$ cat src/bp_fe_cmd_pkg.sv
package bp_fe_cmd_pkg;

  // virtual address width of the core
  localparam int vaddr_width_lp = 39;

  // byte step to the fall-through instruction
  localparam int instr_bytes_lp = 4;

  // command queue sizing
  localparam int fe_cmd_fifo_els_lp  = 4;
  localparam int fe_cmd_ptr_width_lp = $clog2(fe_cmd_fifo_els_lp);
  localparam int fe_cmd_cnt_width_lp = fe_cmd_ptr_width_lp + 1;

  // subset of the frontend command set
  typedef enum logic [0:0]
  {
    e_op_attaboy        = 1'b0
    , e_op_pc_redirection = 1'b1
  } fe_cmd_opcode_e;

  // kind of instruction and where its prediction came from
  typedef struct packed
  {
    logic is_br;
    logic is_jal;
    logic is_jalr;
    logic src_btb;
    logic src_ret;
  } bp_branch_metadata_s;

  // one frontend command as it sits in a register or queue slot
  typedef struct packed
  {
    fe_cmd_opcode_e            opcode;
    logic [vaddr_width_lp-1:0] pc;
    bp_branch_metadata_s       branch_metadata;
  } bp_fe_cmd_s;

endpackage

$ cat src/bp_prof_pkg.sv
package bp_prof_pkg;

  // counters wrap at this width
  localparam int prof_cnt_width_lp = 32;
  localparam int prof_num_stats_lp = 9;

  // statistic select for the read port
  typedef enum logic [3:0]
  {
    e_stat_instr      = 4'd0
    , e_stat_attaboy  = 4'd1
    , e_stat_redirect = 4'd2
    , e_stat_br       = 4'd3
    , e_stat_jal      = 4'd4
    , e_stat_jalr     = 4'd5
    , e_stat_btb_hit  = 4'd6
    , e_stat_ras_hit  = 4'd7
    , e_stat_bht_hit  = 4'd8
  } prof_stat_e;

endpackage

$ cat src/bp_fe_cmd_if.sv
`timescale 1ns/1ps

interface bp_fe_cmd_if
  import bp_fe_cmd_pkg::*;
  ();

  logic                      v;
  fe_cmd_opcode_e            opcode;
  logic [vaddr_width_lp-1:0] pc;
  bp_branch_metadata_s       branch_metadata;
  logic                      yumi;

  modport producer
    (output v
     , output opcode
     , output pc
     , output branch_metadata
     , input  yumi
     );

  modport consumer
    (input   v
     , input  opcode
     , input  pc
     , input  branch_metadata
     , output yumi
     );

  // observe only
  modport monitor
    (input  v
     , input opcode
     , input pc
     , input branch_metadata
     , input yumi
     );

endinterface

$ cat src/bp_branch_feedback_top.sv
`timescale 1ns/1ps

module bp_branch_feedback_top
  import bp_fe_cmd_pkg::*;
  import bp_prof_pkg::*;
  (input                                  clk_i
   , input                                reset_i
   , input                                freeze_i

   , input                                br_v_i
   , input [vaddr_width_lp-1:0]           br_pc_i
   , input                                br_pred_taken_i
   , input [vaddr_width_lp-1:0]           br_pred_tgt_i
   , input                                br_taken_i
   , input [vaddr_width_lp-1:0]           br_tgt_i
   , input bp_branch_metadata_s           br_meta_i
   , output logic                         br_ready_o

   , input                                fe_stall_i
   , output logic                         fe_cmd_v_o
   , output fe_cmd_opcode_e               fe_cmd_opcode_o
   , output logic [vaddr_width_lp-1:0]    fe_cmd_pc_o
   , output bp_branch_metadata_s          fe_cmd_meta_o

   , input                                commit_v_i
   , input prof_stat_e                    stat_sel_i
   , output logic [prof_cnt_width_lp-1:0] stat_o
   );

  bp_fe_cmd_if enq_if ();
  bp_fe_cmd_if deq_if ();

  // frontend takes the head whenever it is not stalled
  assign deq_if.yumi = ~fe_stall_i;

  bp_branch_resolver u_resolver
    (.clk_i            (clk_i)
     , .reset_i        (reset_i)
     , .br_v_i         (br_v_i)
     , .br_pc_i        (br_pc_i)
     , .br_pred_taken_i(br_pred_taken_i)
     , .br_pred_tgt_i  (br_pred_tgt_i)
     , .br_taken_i     (br_taken_i)
     , .br_tgt_i       (br_tgt_i)
     , .br_meta_i      (br_meta_i)
     , .br_ready_o     (br_ready_o)
     , .fe_cmd         (enq_if.producer)
     );

  bp_fe_cmd_fifo u_fifo
    (.clk_i            (clk_i)
     , .reset_i        (reset_i)
     , .fe_stall_i     (fe_stall_i)
     , .enq            (enq_if.consumer)
     , .fe_cmd_v_o     (fe_cmd_v_o)
     , .fe_cmd_opcode_o(fe_cmd_opcode_o)
     , .fe_cmd_pc_o    (fe_cmd_pc_o)
     , .fe_cmd_meta_o  (fe_cmd_meta_o)
     , .deq            (deq_if.producer)
     );

  bp_branch_profiler u_profiler
    (.clk_i       (clk_i)
     , .reset_i   (reset_i)
     , .freeze_i  (freeze_i)
     , .commit_v_i(commit_v_i)
     , .stat_sel_i(stat_sel_i)
     , .fe_cmd    (deq_if.monitor)
     , .stat_o    (stat_o)
     );

endmodule

$ cat src/bp_branch_profiler.sv
`timescale 1ns/1ps

module bp_branch_profiler
  import bp_fe_cmd_pkg::*;
  import bp_prof_pkg::*;
  (input                                  clk_i
   , input                                reset_i
   , input                                freeze_i

   , input                                commit_v_i
   , input prof_stat_e                    stat_sel_i

   , bp_fe_cmd_if.monitor                 fe_cmd

   , output logic [prof_cnt_width_lp-1:0] stat_o
   );

  logic                         cmd_accept;
  logic                         attaboy_v;
  logic                         redirect_v;
  bp_branch_metadata_s          meta;
  logic [prof_num_stats_lp-1:0] stat_inc;
  logic [prof_cnt_width_lp-1:0] stat_cnt_r [prof_num_stats_lp];

  // the frontend took the head this cycle
  assign cmd_accept = fe_cmd.v & fe_cmd.yumi;
  assign attaboy_v  = cmd_accept & (fe_cmd.opcode == e_op_attaboy);
  assign redirect_v = cmd_accept & (fe_cmd.opcode == e_op_pc_redirection);
  assign meta       = fe_cmd.branch_metadata;

  always_comb
    begin
      stat_inc = '0;

      stat_inc[e_stat_instr]    = commit_v_i;
      stat_inc[e_stat_attaboy]  = attaboy_v;
      stat_inc[e_stat_redirect] = redirect_v;

      // kind counts include mispredicted ones
      stat_inc[e_stat_br]   = cmd_accept & meta.is_br;
      stat_inc[e_stat_jal]  = cmd_accept & meta.is_jal;
      stat_inc[e_stat_jalr] = cmd_accept & meta.is_jalr;

      // a hit only counts when the prediction held
      stat_inc[e_stat_btb_hit] = attaboy_v & meta.src_btb;
      stat_inc[e_stat_ras_hit] = attaboy_v & meta.src_ret;
      stat_inc[e_stat_bht_hit] = attaboy_v & meta.is_br;
    end

  always_ff @(posedge clk_i)
    if (reset_i)
      begin
        for (int i = 0; i < prof_num_stats_lp; i++)
          stat_cnt_r[i] <= '0;
      end
    else if (~freeze_i)
      begin
        for (int i = 0; i < prof_num_stats_lp; i++)
          stat_cnt_r[i] <= stat_cnt_r[i] + prof_cnt_width_lp'(stat_inc[i]);
      end

  // unused selects read zero
  always_comb
    begin
      stat_o = '0;
      case (stat_sel_i)
        e_stat_instr:    stat_o = stat_cnt_r[e_stat_instr];
        e_stat_attaboy:  stat_o = stat_cnt_r[e_stat_attaboy];
        e_stat_redirect: stat_o = stat_cnt_r[e_stat_redirect];
        e_stat_br:       stat_o = stat_cnt_r[e_stat_br];
        e_stat_jal:      stat_o = stat_cnt_r[e_stat_jal];
        e_stat_jalr:     stat_o = stat_cnt_r[e_stat_jalr];
        e_stat_btb_hit:  stat_o = stat_cnt_r[e_stat_btb_hit];
        e_stat_ras_hit:  stat_o = stat_cnt_r[e_stat_ras_hit];
        e_stat_bht_hit:  stat_o = stat_cnt_r[e_stat_bht_hit];
        default:         stat_o = '0;
      endcase
    end

endmodule

$ cat src/bp_branch_resolver.sv
`timescale 1ns/1ps

module bp_branch_resolver
  import bp_fe_cmd_pkg::*;
  (input                               clk_i
   , input                             reset_i

   , input                             br_v_i
   , input [vaddr_width_lp-1:0]        br_pc_i
   , input                             br_pred_taken_i
   , input [vaddr_width_lp-1:0]        br_pred_tgt_i
   , input                             br_taken_i
   , input [vaddr_width_lp-1:0]        br_tgt_i
   , input bp_branch_metadata_s        br_meta_i
   , output logic                      br_ready_o

   , bp_fe_cmd_if.producer             fe_cmd
   );

  logic                      dir_miss;
  logic                      tgt_miss;
  logic                      mispredict;
  logic [vaddr_width_lp-1:0] next_pc;
  logic                      br_fire;
  logic                      cmd_v_r;
  bp_fe_cmd_s                cmd_r;

  // wrong direction, or right direction but wrong target
  assign dir_miss   = (br_pred_taken_i != br_taken_i);
  assign tgt_miss   = br_pred_taken_i & br_taken_i & (br_pred_tgt_i != br_tgt_i);
  assign mispredict = dir_miss | tgt_miss;

  // where the frontend should be fetching now
  assign next_pc = br_taken_i
                   ? br_tgt_i
                   : br_pc_i + vaddr_width_lp'(instr_bytes_lp);

  // free slot, or the slot empties this cycle
  assign br_ready_o = ~cmd_v_r | fe_cmd.yumi;
  assign br_fire    = br_v_i & br_ready_o;

  always_ff @(posedge clk_i)
    if (reset_i)
      cmd_v_r <= 1'b0;
    else if (br_ready_o)
      cmd_v_r <= br_v_i;

  // held unchanged while the queue is full
  always_ff @(posedge clk_i)
    if (br_fire)
      begin
        cmd_r.opcode          <= mispredict ? e_op_pc_redirection : e_op_attaboy;
        cmd_r.pc              <= next_pc;
        cmd_r.branch_metadata <= br_meta_i;
      end

  assign fe_cmd.v               = cmd_v_r;
  assign fe_cmd.opcode          = cmd_r.opcode;
  assign fe_cmd.pc              = cmd_r.pc;
  assign fe_cmd.branch_metadata = cmd_r.branch_metadata;

endmodule

$ cat src/bp_fe_cmd_fifo.sv
`timescale 1ns/1ps

module bp_fe_cmd_fifo
  import bp_fe_cmd_pkg::*;
  (input                               clk_i
   , input                             reset_i
   , input                             fe_stall_i

   , bp_fe_cmd_if.consumer             enq

   , output logic                      fe_cmd_v_o
   , output fe_cmd_opcode_e            fe_cmd_opcode_o
   , output logic [vaddr_width_lp-1:0] fe_cmd_pc_o
   , output bp_branch_metadata_s       fe_cmd_meta_o

   , bp_fe_cmd_if.producer             deq
   );

  bp_fe_cmd_s                     mem_r [fe_cmd_fifo_els_lp];
  bp_fe_cmd_s                     head;
  logic [fe_cmd_ptr_width_lp-1:0] wr_ptr_r;
  logic [fe_cmd_ptr_width_lp-1:0] rd_ptr_r;
  logic [fe_cmd_cnt_width_lp-1:0] count_r;
  logic                           full;
  logic                           enq_fire;
  logic                           deq_fire;

  function automatic logic [fe_cmd_ptr_width_lp-1:0] ptr_next
    (input logic [fe_cmd_ptr_width_lp-1:0] ptr);
    if (ptr == fe_cmd_ptr_width_lp'(fe_cmd_fifo_els_lp - 1))
      return '0;
    else
      return ptr + 1'b1;
  endfunction

  assign full       = (count_r == fe_cmd_cnt_width_lp'(fe_cmd_fifo_els_lp));
  assign fe_cmd_v_o = (count_r != '0);
  assign deq_fire   = fe_cmd_v_o & ~fe_stall_i;

  // a full queue still takes a command when the head leaves
  assign enq.yumi = ~full | deq_fire;
  assign enq_fire = enq.v & enq.yumi;

  always_ff @(posedge clk_i)
    if (reset_i)
      begin
        wr_ptr_r <= '0;
        rd_ptr_r <= '0;
        count_r  <= '0;
      end
    else
      begin
        if (enq_fire)
          wr_ptr_r <= ptr_next(wr_ptr_r);
        if (deq_fire)
          rd_ptr_r <= ptr_next(rd_ptr_r);
        case ({enq_fire, deq_fire})
          2'b10:   count_r <= count_r + 1'b1;
          2'b01:   count_r <= count_r - 1'b1;
          default: count_r <= count_r;
        endcase
      end

  always_ff @(posedge clk_i)
    if (enq_fire)
      mem_r[wr_ptr_r] <= '{opcode:          enq.opcode,
                           pc:              enq.pc,
                           branch_metadata: enq.branch_metadata};

  assign head = mem_r[rd_ptr_r];

  assign fe_cmd_opcode_o = head.opcode;
  assign fe_cmd_pc_o     = head.pc;
  assign fe_cmd_meta_o   = head.branch_metadata;

  // head copy for the profiler
  assign deq.v               = fe_cmd_v_o;
  assign deq.opcode          = head.opcode;
  assign deq.pc              = head.pc;
  assign deq.branch_metadata = head.branch_metadata;

endmodule

$ cat config.mk
export PLATFORM = sky130hd
export DESIGN_NAME = bp_branch_feedback_top
export DESIGN_NICKNAME = d
export VERILOG_FILES = /design/src/bp_fe_cmd_pkg.sv /design/src/bp_prof_pkg.sv /design/src/bp_fe_cmd_if.sv /design/src/bp_branch_feedback_top.sv /design/src/bp_branch_profiler.sv /design/src/bp_branch_resolver.sv /design/src/bp_fe_cmd_fifo.sv
export SDC_FILE = /design/constraint.sdc
export NUM_CORES = 1
export LEC_CHECK = 0
export BUFFER_PORTS_ARGS = -buffer_cell sky130_fd_sc_hd__clkbuf_2
export CAP_MARGIN = 20
export CELL_PAD_IN_SITES_DETAIL_PLACEMENT = 0
export CELL_PAD_IN_SITES_GLOBAL_PLACEMENT = 1
export CORE_MARGIN = 10
export CORE_UTILIZATION = 53
export CTS_CLUSTER_DIAMETER = 80
export DETAILED_ROUTE_END_ITERATION = 8
export PLACE_DENSITY = 0.86
export SLEW_MARGIN = 20
export SYNTH_ARGS = -nofsm -noshare
export SYNTH_HDL_FRONTEND = slang
export SYNTH_SLANG_ARGS = --single-unit
$ cat constraint.sdc
create_clock -name clk_i -period 17.1 [get_ports clk_i]
set_input_delay 0 -clock clk_i [delete_from_list [all_inputs] [get_ports clk_i]]
set_output_delay 0 -clock clk_i [all_outputs]
set_load 0.05 [all_outputs]
==> out/qor.yml, run 1 <==
synth:
  async_flop_share: 0
  ys_types: 66
  syn_nets: 2466
  yosys_warnings: 0
  ys_seq_elements: 523
  synthFlopType: "edfxtp_1"
  seq_area_frac_synth: 0.569
  syn_inst: 2305
  synth-edff-count: 513
  syn-cell-area_um2: 27400
  postSynthAreaPerCell_um2: 11.9
global_routing:
  grt_pass1_vias: 20200
  antenna_found_initial: 1
  grt_max_degree: 216
  grtUsageTotal: 0.257
  grt_overflow: 0
  grt_pass1_wl_um: 121000
placed_design:
  place.port_buffers: 212
  place_ws_ns: 13.04
  hpwlAfterDp_um: 54600
  gp_congestion: 0.955
  place_area_um2: 29200
final_layout:
  layout_common_cells: "edfxtp_1 (513), nor2_1 (290), clkbuf_2 (212), xor2_1 (171), xnor2_1 (142)"
  drive_gt1_frac: 0.168
  final_common_cell: "edfxtp_1"
  design_area_um2: 31900
  nets: 2740
  postLayoutCoreUtil: 0.621
  syn2layout_area_growth_pct: 16.2
timing:
  relSlewSlack: 0.224
  fin_ws_ns: 13.07
  setup_viol: 0
  fin_crit_ns: 4.03
  hold_viol: 0
  rsz0062_at_grt: "no"
  tns_ns: 0
  finalClockSkew_ns: 0.0203
  whs_ns: 0.0540
  finalCritPeriodShare: 0.236
  drv_slew: 0
  tightest_slew_ns: 1.16
  fmax_ghz: 0.248
drt:
  drtPass1Iterations: 7
  drt_iter0_markers: 2320
  drt-total-wl_um: 79200
  num_vias: 20400
  post-route-drc-count: 0
  drtAntennaViolNets: 0
  vias_per_cell: 6.16
  wire_per_inst_um: 23.9
power_and_ir_drop:
  switching_share: 0.297
  clkPwrFrac: 0.354
  p_seq_frac: 0.476
  peakVddDrop_uv: 72.2
  p_leak_nw: 10.9
  comb_power_share: 0.170
  intPower_mw: 2.38
  power.switching_mw: 1.01
  p_per_area_nw_per_um2: 106
cts:
  cts.sinks: 523
  cts.path.max_buffers: 3
  numCtsBuffers: 56
  htree_levels: 2
  clk-insertion-delay-late_ns: 0.64
  cts_setup_buffers: 0
  cts_tree: "built"
  path_clk_slew_ns: 0.06
  cts_root_buf: "clkbuf_16"
setup_path:
  worst_ep_required_time_ns: 17.44
  crit_type: "reg -> reg"
  worstSetupStartpointType: "flop"
  crit_arrival_ns: 4.37
  endpoint_kind: "flop"
  crit_path_max_fanout: 45
die:
  core-area_um2: 51300
  die-area_um2: 61200
  die_x_um: 247
  pin_count: 213
  rows: 83
  die_h_um: 247
  start_util: 0.535
flow_run:
  max_cap_violations: 0
min_path:
  hold_class: "in -> reg"
status:
  status: "completed"
-- cells in the mapped netlist (9+ instances only) --
library cell / instances / share of area
and4_1: 39 / 0.012
or3_1: 28 / 0.0064
xor2_1: 171 / 0.055
dfxtp_1: 10 / 0.0073
inv_1: 33 / 0.0045
nor2b_1: 11 / 0.0025
and2_1: 39 / 0.0089
mux2i_1: 9 / 0.0033
a22oi_1: 93 / 0.025
nor4_1: 26 / 0.0059
and3_1: 49 / 0.011
o21ai_0: 38 / 0.0069
nor2_1: 290 / 0.040
ha_1: 26 / 0.012
buf_2: 19 / 0.0035
mux2_2: 29 / 0.012
mux4_2: 49 / 0.040
o21ai_1: 36 / 0.0066
a21oi_1: 39 / 0.0071
xnor2_1: 142 / 0.045
nand4_1: 135 / 0.031
clkbuf_1: 86 / 0.012
nand2_1: 124 / 0.017
a221oi_1: 11 / 0.0035
nand3_1: 126 / 0.023
nor3_1: 43 / 0.0078
nor4_2: 10 / 0.0046
edfxtp_1: 513 / 0.56
-- layout make-up --
| type | count | area (um^2) |
|---|---|---|
| antenna | 1 | 2.50 |
| clock buffer | 73 | 1500 |
| clock inverter | 31 | 307 |
| fill | 4008 | 19400 |
| inverter | 34 | 128 |
| multi-input combinational | 1633 | 11300 |
| sequential | 523 | 15600 |
| tap | 680 | 851 |
| timing repair buffer | 331 | 2200 |
-- power by group through the flow --
stage	sequential, mW	combinational (mW)	clock, mW
6_report	1.61	0.576	1.20
5_1_grt	1.62	0.609	1.26
3_3_place_gp	1.63	0.551	0
4_1_cts	1.61	0.579	1.21
2_1_floorplan	1.58	0.420	0
3_5_place_dp	1.63	0.554	0
-- worst paths after layout --
| path | slack (ns) | end | cells past startpoint | from |
|---|---|---|---|---|
| worst max-delay path | 13.07 | u_profiler.stat_cnt_r[0][60] | 9 | flop |
| worst min-delay path | 0.05 | u_resolver.fe_cmd.opcode | 5 | br_pred_tgt_i[38] |
| worst max register to register | 13.07 | u_profiler.stat_cnt_r[0][60] | 9 | flop |
| worst min register to register | 0.49 | flop | 2 | u_fifo.rd_ptr_r[1] |
-- sequential cells by signal (all words and copies together) (netlist names), named ones only --
register                           flops
u_resolver.fe_cmd.opcode               1
u_resolver.fe_cmd.pc                  39
u_profiler.stat_cnt_r                288
u_fifo.count_r                         3
u_fifo.rd_ptr_r                        2
u_resolver.fe_cmd.branch_metadata      5
u_fifo.wr_ptr_r                        2
u_resolver.fe_cmd.v                    1
u_fifo.mem_r                         180
-- through the flow --
step / cells / power (mW)
2_1_floorplan: 2305 / 2.00
6_report: 3306 / 3.38
5_1_grt: 3305 / 3.49
4_1_cts: 3305 / 3.40
3_3_place_gp: 3110 / 2.18
3_5_place_dp: 3110 / 2.19
-- cells by family (layout without fill, tap and decap cells) --
| logic type | count (synthesis) | in the layout | synth area share |
|---|---|---|---|
| muxes | 89 | 89 | 0.0568 |
| other | 0 | 1 | 0 |
| buffers and inverters | 149 | 469 | 0.0217 |
| AOI/OAI and AO/OA | 239 | 239 | 0.0558 |
| adders and majority gates | 27 | 27 | 0.0126 |
| DFF | 523 | 523 | 0.569 |
| xor gates and xnor gates | 313 | 313 | 0.100 |
| and+or+nand+nor | 965 | 965 | 0.184 |
-- repair_timing --
action,4_1_cts,5_1_grt
hold buffers,91,0
hold endpoints to repair,56,0
resized for setup,0,0
-- metal layers --
layer | vias to the layer above | share of wire | GRT usage
met5 | - | 0 | 0
li1 | 9233 | - | -
met1 | 10100 | 0.38 | 0.317
met3 | 172 | 0.080 | 0.0573
met2 | 912 | 0.49 | 0.424
met4 | 0 | 0.051 | 0.124
-- worst max-delay path: stages, from the launching register on --
cell,delay (ns)
dfxtp_4,0.95
mux4_2,0.63
nor2_1,0.33
ha_1,0.30
ha_1,0.26
and2_1,0.22
nand4_1,0.45
nor3_1,0.36
xnor2_1,0.16
nor2_1,0.05
(Power assumes the default switching activity.)
==> run 2: changes to the inputs <==
CORE_UTILIZATION = 49   (was 53)
PLACE_DENSITY = 0.8   (was 0.86)
clock period = 3.8 ns   (was 17.1 ns; I/O delays follow)
==> out/qor.yml, run 2 (synthesis results as in run 1) <==
flow_run:
  max_cap_violations: 0  # unchanged
global_routing:
  grt_pass1_wl_um: 126000  # was 121000 um
  grt_pass1_vias: 20300  # was 20.2k
  grt_max_degree: 96  # was 216
  grt_overflow: 0  # unchanged
  grtUsageTotal: 0.245  # was 0.257
  antenna_found_initial: 1  # unchanged
final_layout:
  postLayoutCoreUtil: 0.580  # was 0.621
  regMostFlops: "u_profiler.stat_cnt_r"  # unchanged
  num_antenna_cells: 0  # was 1
  n_fill_cell: 4567  # was 4008
  largestRegisters: "u_profiler.stat_cnt_r: 288 flops, u_fifo.mem_r: 180 flops, u_resolver.fe_cmd.pc: 39 flops"  # unchanged
  syn2layout_area_growth_pct: 16.9  # was 16.2%
  largest_reg_flops: 288  # unchanged
  drive_gt1_frac: 0.172  # was 0.168
  nets: 2756  # was 2740
  final_common_cell: "edfxtp_1"  # unchanged
  layout_common_cells: "edfxtp_1 (513), nor2_1 (290), clkbuf_2 (212), xor2_1 (171), xnor2_1 (142)"  # unchanged
setup_path:
  path_cells: "mux4_2 -> nor2_1 -> and2_1 -> ha_1 -> ha_1 -> nand3_1 -> nor4_1 -> xnor2_1 -> nor2_1"  # was mux4_2 -> nor2_1 -> ha_1 -> ha_1 -> and2_1 -> nand4_1 -> nor3_1 -> xnor2_1 -> nor2_1
  cp.depth: 9  # unchanged
  crit_slowest_cell: "dfxtp_2"  # was dfxtp_4
  cp_num_buf_inv: 0  # unchanged
  endpoint_kind: "flop"  # unchanged
  crit_arrival_ns: 3.73  # was 4.37 ns
  crit_path_max_fanout: 15  # was 45
  rrSetupSlack_ns: 0.44  # was 13.07 ns
  reg2regPathDepth: 9  # unchanged
  cp_top_family: "simple AND/OR/NAND/NOR gates"  # unchanged
  cpPeakStageDelay_ns: 0.59  # was 0.95 ns
  worst_ep_required_time_ns: 4.17  # was 17.44 ns
  crit_type: "reg -> reg"  # unchanged
  worstSetupStartpointType: "flop"  # unchanged
cts:
  path_clk_slew_ns: 0.06  # about the same
  clk-insertion-delay-late_ns: 0.63  # was 0.64 ns
  cts_setup_buffers: 0  # unchanged
  cts_tree: "built"  # unchanged
  cts.sinks: 523  # unchanged
  cts_root_buf: "clkbuf_16"  # unchanged
  cts.path.max_buffers: 3  # unchanged
  numCtsBuffers: 56  # unchanged
  cts-hold-fix-buffers: 90  # was 91
  cts_resized: 0  # unchanged
  htree_levels: 2  # unchanged
drt:
  drt-total-wl_um: 82500  # was 79200 um
  num_vias: 20500  # was 20.4k
  wire_per_inst_um: 24.4  # was 23.9 um
  post-route-drc-count: 0  # unchanged
  drtPass1Iterations: 7  # unchanged
  drt_iter0_markers: 1988  # was 2320
  drtAntennaViolNets: 0  # unchanged
  vias_per_cell: 6.06  # was 6.16
power_and_ir_drop:
  p_total_mw: 15.1  # was 3.38 mW
  peakVddDrop_uv: 417  # was 72.2 uV
  p_per_area_nw_per_um2: 470  # was 106 nW/um^2
  p_leak_nw: 10.9  # about the same
placed_design:
  place.port_buffers: 212  # unchanged
  hpwlAfterDp_um: 59500  # was 54600 um
  gp_congestion: 0.917  # was 0.955
die:
  die_h_um: 257  # was 247 um
  core-area_um2: 55300  # was 51300 um^2
  start_util: 0.496  # was 0.535
  die_x_um: 257  # was 247 um
  rows: 86  # was 83
  die-area_um2: 65800  # was 61200 um^2
  pin_count: 213  # unchanged
timing:
  relSlewSlack: 0.374  # was 0.224
  tns_ns: 0  # unchanged
  hold_viol: 0  # unchanged
  finalClockSkew_ns: 0.0479  # was 0.0203 ns
  rsz0062_at_grt: "no"  # unchanged
  drv_slew: 0  # unchanged
  whs_ns: 0.0507  # was 0.0540 ns
  fmax_ghz: 0.298  # was 0.248 GHz
  fin_crit_ns: 3.36  # was 4.03 ns
  finalCritPeriodShare: 0.884  # was 0.236
  tightest_slew_ns: 0.934  # was 1.16 ns
  setup_viol: 0  # unchanged
status:
  status: "completed"  # unchanged
min_path:
  hold_depth: 4  # was 5
  hold_class: "in -> reg"  # unchanged
[run 2: cell count changes in the layout (fill, tap and decap cells not counted), sizes merged]
cell         before  now
dlygate4sd3      91   90
clkinv           23   29
buf              28   45
bufinv            4    2
diode             1    0
clkbuf          285  279
[run 2: path summary, 6_finish.rpt]
kind,from,to
worst max register to register,flop,u_profiler.stat_cnt_r[0][252]
worst min-delay path,br_pred_taken_i,u_resolver.fe_cmd.opcode
worst min register to register,u_resolver.fe_cmd.pc[12],u_fifo.mem_r[2][17]
worst max-delay path,flop,u_profiler.stat_cnt_r[0][252]
[run 2: per-stage QoR]
step	setup WS, ns	std cells	area (um^2)
2_1_floorplan	0.677	2305	27400
3_3_place_gp	0.557	3195	29500
3_5_place_dp	0.453	3195	29500
4_1_cts	0.464	3387	32100
5_1_grt	0.203	3387	32100
6_report	0.440	3387	32100
[run 2: power breakdown]
group | internal (mW) | total [mW] | leakage, nW | switching (mW)
clock | 2.84 | 5.19 | 0.832 | 2.34
sequential | 6.75 | 7.14 | 5.36 | 0.399
combinational | 0.906 | 2.73 | 4.75 | 1.83
total | 10.5 | 15.1 | 10.9 | 4.57
[run 2: layer usage]
metal  GRT usage  vias up  share of wire  wire length [um]
met1       0.311    10200           0.40             32900
li1            -     9267              -                 -
met2       0.410      873           0.49             40100
met4      0.0984        2          0.041              3380
met5           0        -        0.00017                14
met3      0.0412      163          0.075              6150
[run 2: final cells by class]
| cell class | instances | area (um^2) | share of cell area |
|---|---|---|---|
| Tap cell | 748 | 936 | 0.0292 |
| Clock inverter | 35 | 255 | 0.00796 |
| Timing Repair Buffer | 347 | 2400 | 0.0749 |
| Clock buffer | 67 | 1440 | 0.0450 |
| Inverter | 34 | 128 | 0.00398 |
| Multi-Input combinational cell | 1633 | 11300 | 0.352 |
| Sequential cell | 523 | 15600 | 0.487 |
[run 2: worst register-to-register path, cell delays in order, from the launching register on]
cell	delay [ns]
dfxtp_2	0.59
mux4_2	0.41
nor2_1	0.34
and2_1	0.19
ha_1	0.26
ha_1	0.28
nand3_1	0.42
nor4_1	0.40
xnor2_1	0.17
nor2_1	0.05
==> run 3: changes to the inputs <==
CORE_UTILIZATION = 53   (was 49)
PLACE_DENSITY = 0.86   (was 0.8)
clock period = 4.3 ns   (was 3.8 ns; I/O delays follow)
==> out/qor.yml, run 3 (synthesis results as in run 1) <==
setup_path:
  cp_top_family: "simple AND/OR/NAND/NOR gates"  # unchanged
  rrSetupSlack_ns: 0.73  # was 0.44 ns
  worstSetupStartpointType: "flop"  # unchanged
  crit_arrival_ns: 3.91  # was 3.73 ns
  rr_endpoint: "u_profiler.stat_cnt_r[0][62]"  # was u_profiler.stat_cnt_r[0][252]
  endpoint_kind: "flop"  # unchanged
  worst_ep_required_time_ns: 4.64  # was 4.17 ns
  crit_path_max_fanout: 12  # was 15
  reg2regPathDepth: 9  # unchanged
  crit_type: "reg -> reg"  # unchanged
  path_cells: "mux4_2 -> nor2_1 -> ha_1 -> ha_1 -> and2_1 -> nand4_1 -> nor3_1 -> xnor2_1 -> nor2_1"  # was mux4_2 -> nor2_1 -> and2_1 -> ha_1 -> ha_1 -> nand3_1 -> nor4_1 -> xnor2_1 -> nor2_1
  cpPeakStageDelay_ns: 0.63  # was 0.59 ns
  crit_slowest_cell: "nand4_1"  # was dfxtp_2
  cp_num_buf_inv: 0  # unchanged
final_layout:
  regMostFlops: "u_profiler.stat_cnt_r"  # unchanged
  multi_input_area_um2: 11300  # unchanged
  drive_gt1_frac: 0.173  # was 0.172
  seqCellArea_um2: 15600  # unchanged
  largest_reg_flops: 288  # unchanged
  n_fill_cell: 3978  # was 4567
  postLayoutCoreUtil: 0.625  # was 0.580
  syn2layout_area_growth_pct: 17.0  # was 16.9%
  layout_common_cells: "edfxtp_1 (513), nor2_1 (290), clkbuf_2 (212), xor2_1 (171), xnor2_1 (142)"  # unchanged
  largestRegisters: "u_profiler.stat_cnt_r: 288 flops, u_fifo.mem_r: 180 flops, u_resolver.fe_cmd.pc: 39 flops"  # unchanged
  final_common_cell: "edfxtp_1"  # unchanged
  num_antenna_cells: 0  # unchanged
  nets: 2747  # was 2756
die:
  rows: 83  # was 86
  die-area_um2: 61200  # was 65800 um^2
  die_x_um: 247  # was 257 um
  die_h_um: 247  # was 257 um
  pin_count: 213  # unchanged
  start_util: 0.535  # was 0.496
  core-area_um2: 51300  # was 55300 um^2
cts:
  cts.sinks: 523  # unchanged
  path_clk_slew_ns: 0.07  # was 0.06 ns
  htree_levels: 2  # unchanged
  clk-insertion-delay-late_ns: 0.63  # about the same
  cts_root_buf: "clkbuf_16"  # unchanged
  numCtsBuffers: 56  # unchanged
  cts.path.max_buffers: 3  # unchanged
  cts_tree: "built"  # unchanged
drt:
  drt_iter0_markers: 2383  # was 1988
  drtPass1Iterations: 6  # was 7
  vias_per_cell: 6.23  # was 6.06
  wire_per_inst_um: 24.3  # was 24.4 um
  post-route-drc-count: 0  # unchanged
  drt-total-wl_um: 80300  # was 82500 um
  drtAntennaViolNets: 0  # unchanged
  num_vias: 20600  # was 20.5k
timing:
  fmax_ghz: 0.280  # was 0.298 GHz
  setup_viol: 0  # unchanged
  rsz0062_at_grt: "no"  # unchanged
  tightest_slew_ns: 1.03  # was 0.934 ns
  drv_slew: 0  # unchanged
  fin_crit_ns: 3.57  # was 3.36 ns
  finalClockSkew_ns: 0.0193  # was 0.0479 ns
  fin_ws_ns: 0.728  # was 0.440 ns
  finalCritPeriodShare: 0.831  # was 0.884
  hold_viol: 0  # unchanged
  relSlewSlack: 0.311  # was 0.374
  tns_ns: 0  # unchanged
power_and_ir_drop:
  switching_share: 0.293  # was 0.303
  clkPwrFrac: 0.369  # was 0.344
  power.switching_mw: 4.04  # was 4.57 mW
  p_leak_nw: 11.0  # was 10.9 nW
  peakVddDrop_uv: 320  # was 417 uV
  p_seq_frac: 0.458  # was 0.474
  p_per_area_nw_per_um2: 430  # was 470 nW/um^2
  p_total_mw: 13.8  # was 15.1 mW
  comb_power_share: 0.173  # was 0.181
  intPower_mw: 9.75  # was 10.5 mW
global_routing:
  grt_max_degree: 131  # was 96
  antenna_found_initial: 0  # was 1
  grtUsageTotal: 0.260  # was 0.245
  grt_overflow: 0  # unchanged
  grt_pass1_vias: 20400  # was 20.3k
  grt_pass1_wl_um: 123000  # was 126000 um
placed_design:
  place.port_buffers: 212  # unchanged
  gp_congestion: 0.963  # was 0.917
  place_ws_ns: 0.805  # was 0.453 ns
  hpwlAfterDp_um: 56800  # was 59500 um
flow_run:
  max_cap_violations: 0  # unchanged
status:
  status: "completed"  # unchanged
min_path:
  hold_end: "u_resolver.fe_cmd.branch_metadata[1]"  # was u_resolver.fe_cmd.opcode
  hold_class: "in -> reg"  # unchanged
  hold_depth: 2  # was 4
  hold_start: "br_meta_i[1]"  # was br_pred_taken_i
[run 3: cell types whose count changed in the layout (fill, tap and decap cells not counted), sizes merged]
cell / before / now
clkbuf: 279 / 272
clkinv: 29 / 20
buf: 45 / 35
dlygate4sd3: 90 / 91
bufinv: 2 / 10
clkinvlp: 2 / 8
inv: 36 / 39
[run 3: how the worst max path moves through the flow]
stage	endpoint	cells after the start
global placement	u_profiler.stat_cnt_r[0][56]	9
CTS	u_profiler.stat_cnt_r[0][62]	9
global route	u_profiler.stat_cnt_r[0][60]	9
finish	u_profiler.stat_cnt_r[0][62]	9
floorplan	u_profiler.stat_cnt_r[0][282]	11
detailed placement	u_profiler.stat_cnt_r[0][54]	9
[run 3: power groups by stage]
stage,clock (mW),sequential [mW],combinational [mW]
CTS,5.15,6.30,2.40
floorplan,0,6.26,1.67
detailed placement,0,6.41,2.30
global placement,0,6.38,2.29
finish,5.09,6.32,2.38
global route,5.35,6.35,2.52
[run 3: metal layers]
metal / vias up / track usage / share of wire
met3: 201 / 0.0461 / 0.083
met4: 0 / 0.137 / 0.054
met2: 1039 / 0.429 / 0.49
met1: 10100 / 0.323 / 0.38
met5: - / 0 / 0
li1: 9254 / - / -
[run 3: per-stage QoR]
stage / hold slack [ns] / instance area (um^2) / std cells
detailed placement: 0.183 / 29200 / 3117
global placement: 0.183 / 29200 / 3117
finish: 0.141 / 32100 / 3311
floorplan: 0.0989 / 27400 / 2305
CTS: 0.106 / 32100 / 3311
global route: 0.138 / 32100 / 3311
[run 3: worst register-to-register path, delay by kind of cell (launching register included)]
family | cells | cell delay [ns]
AND/OR/NAND/NOR | 5 | 1.61
adder cells (fa/ha/maj) | 2 | 0.56
multiplexers | 1 | 0.55
flip-flops | 1 | 0.42
XOR/XNOR | 1 | 0.16
[run 3: area by class of cell]
class | instances | share of cell area
well taps | 680 | 0.0265
clock inverters | 43 | 0.0160
repair buffers | 338 | 0.0708
inverters | 34 | 0.00398
clock buffers | 60 | 0.0442
multi-input cells | 1633 | 0.352
flip-flops and latches | 523 | 0.487
[run 3: what timing repair did]
action                    in CTS  in global routing
hold endpoints to repair      76                  0
resized for setup              0                  0
buffers inserted               0                  0
hold buffers                  91                  0
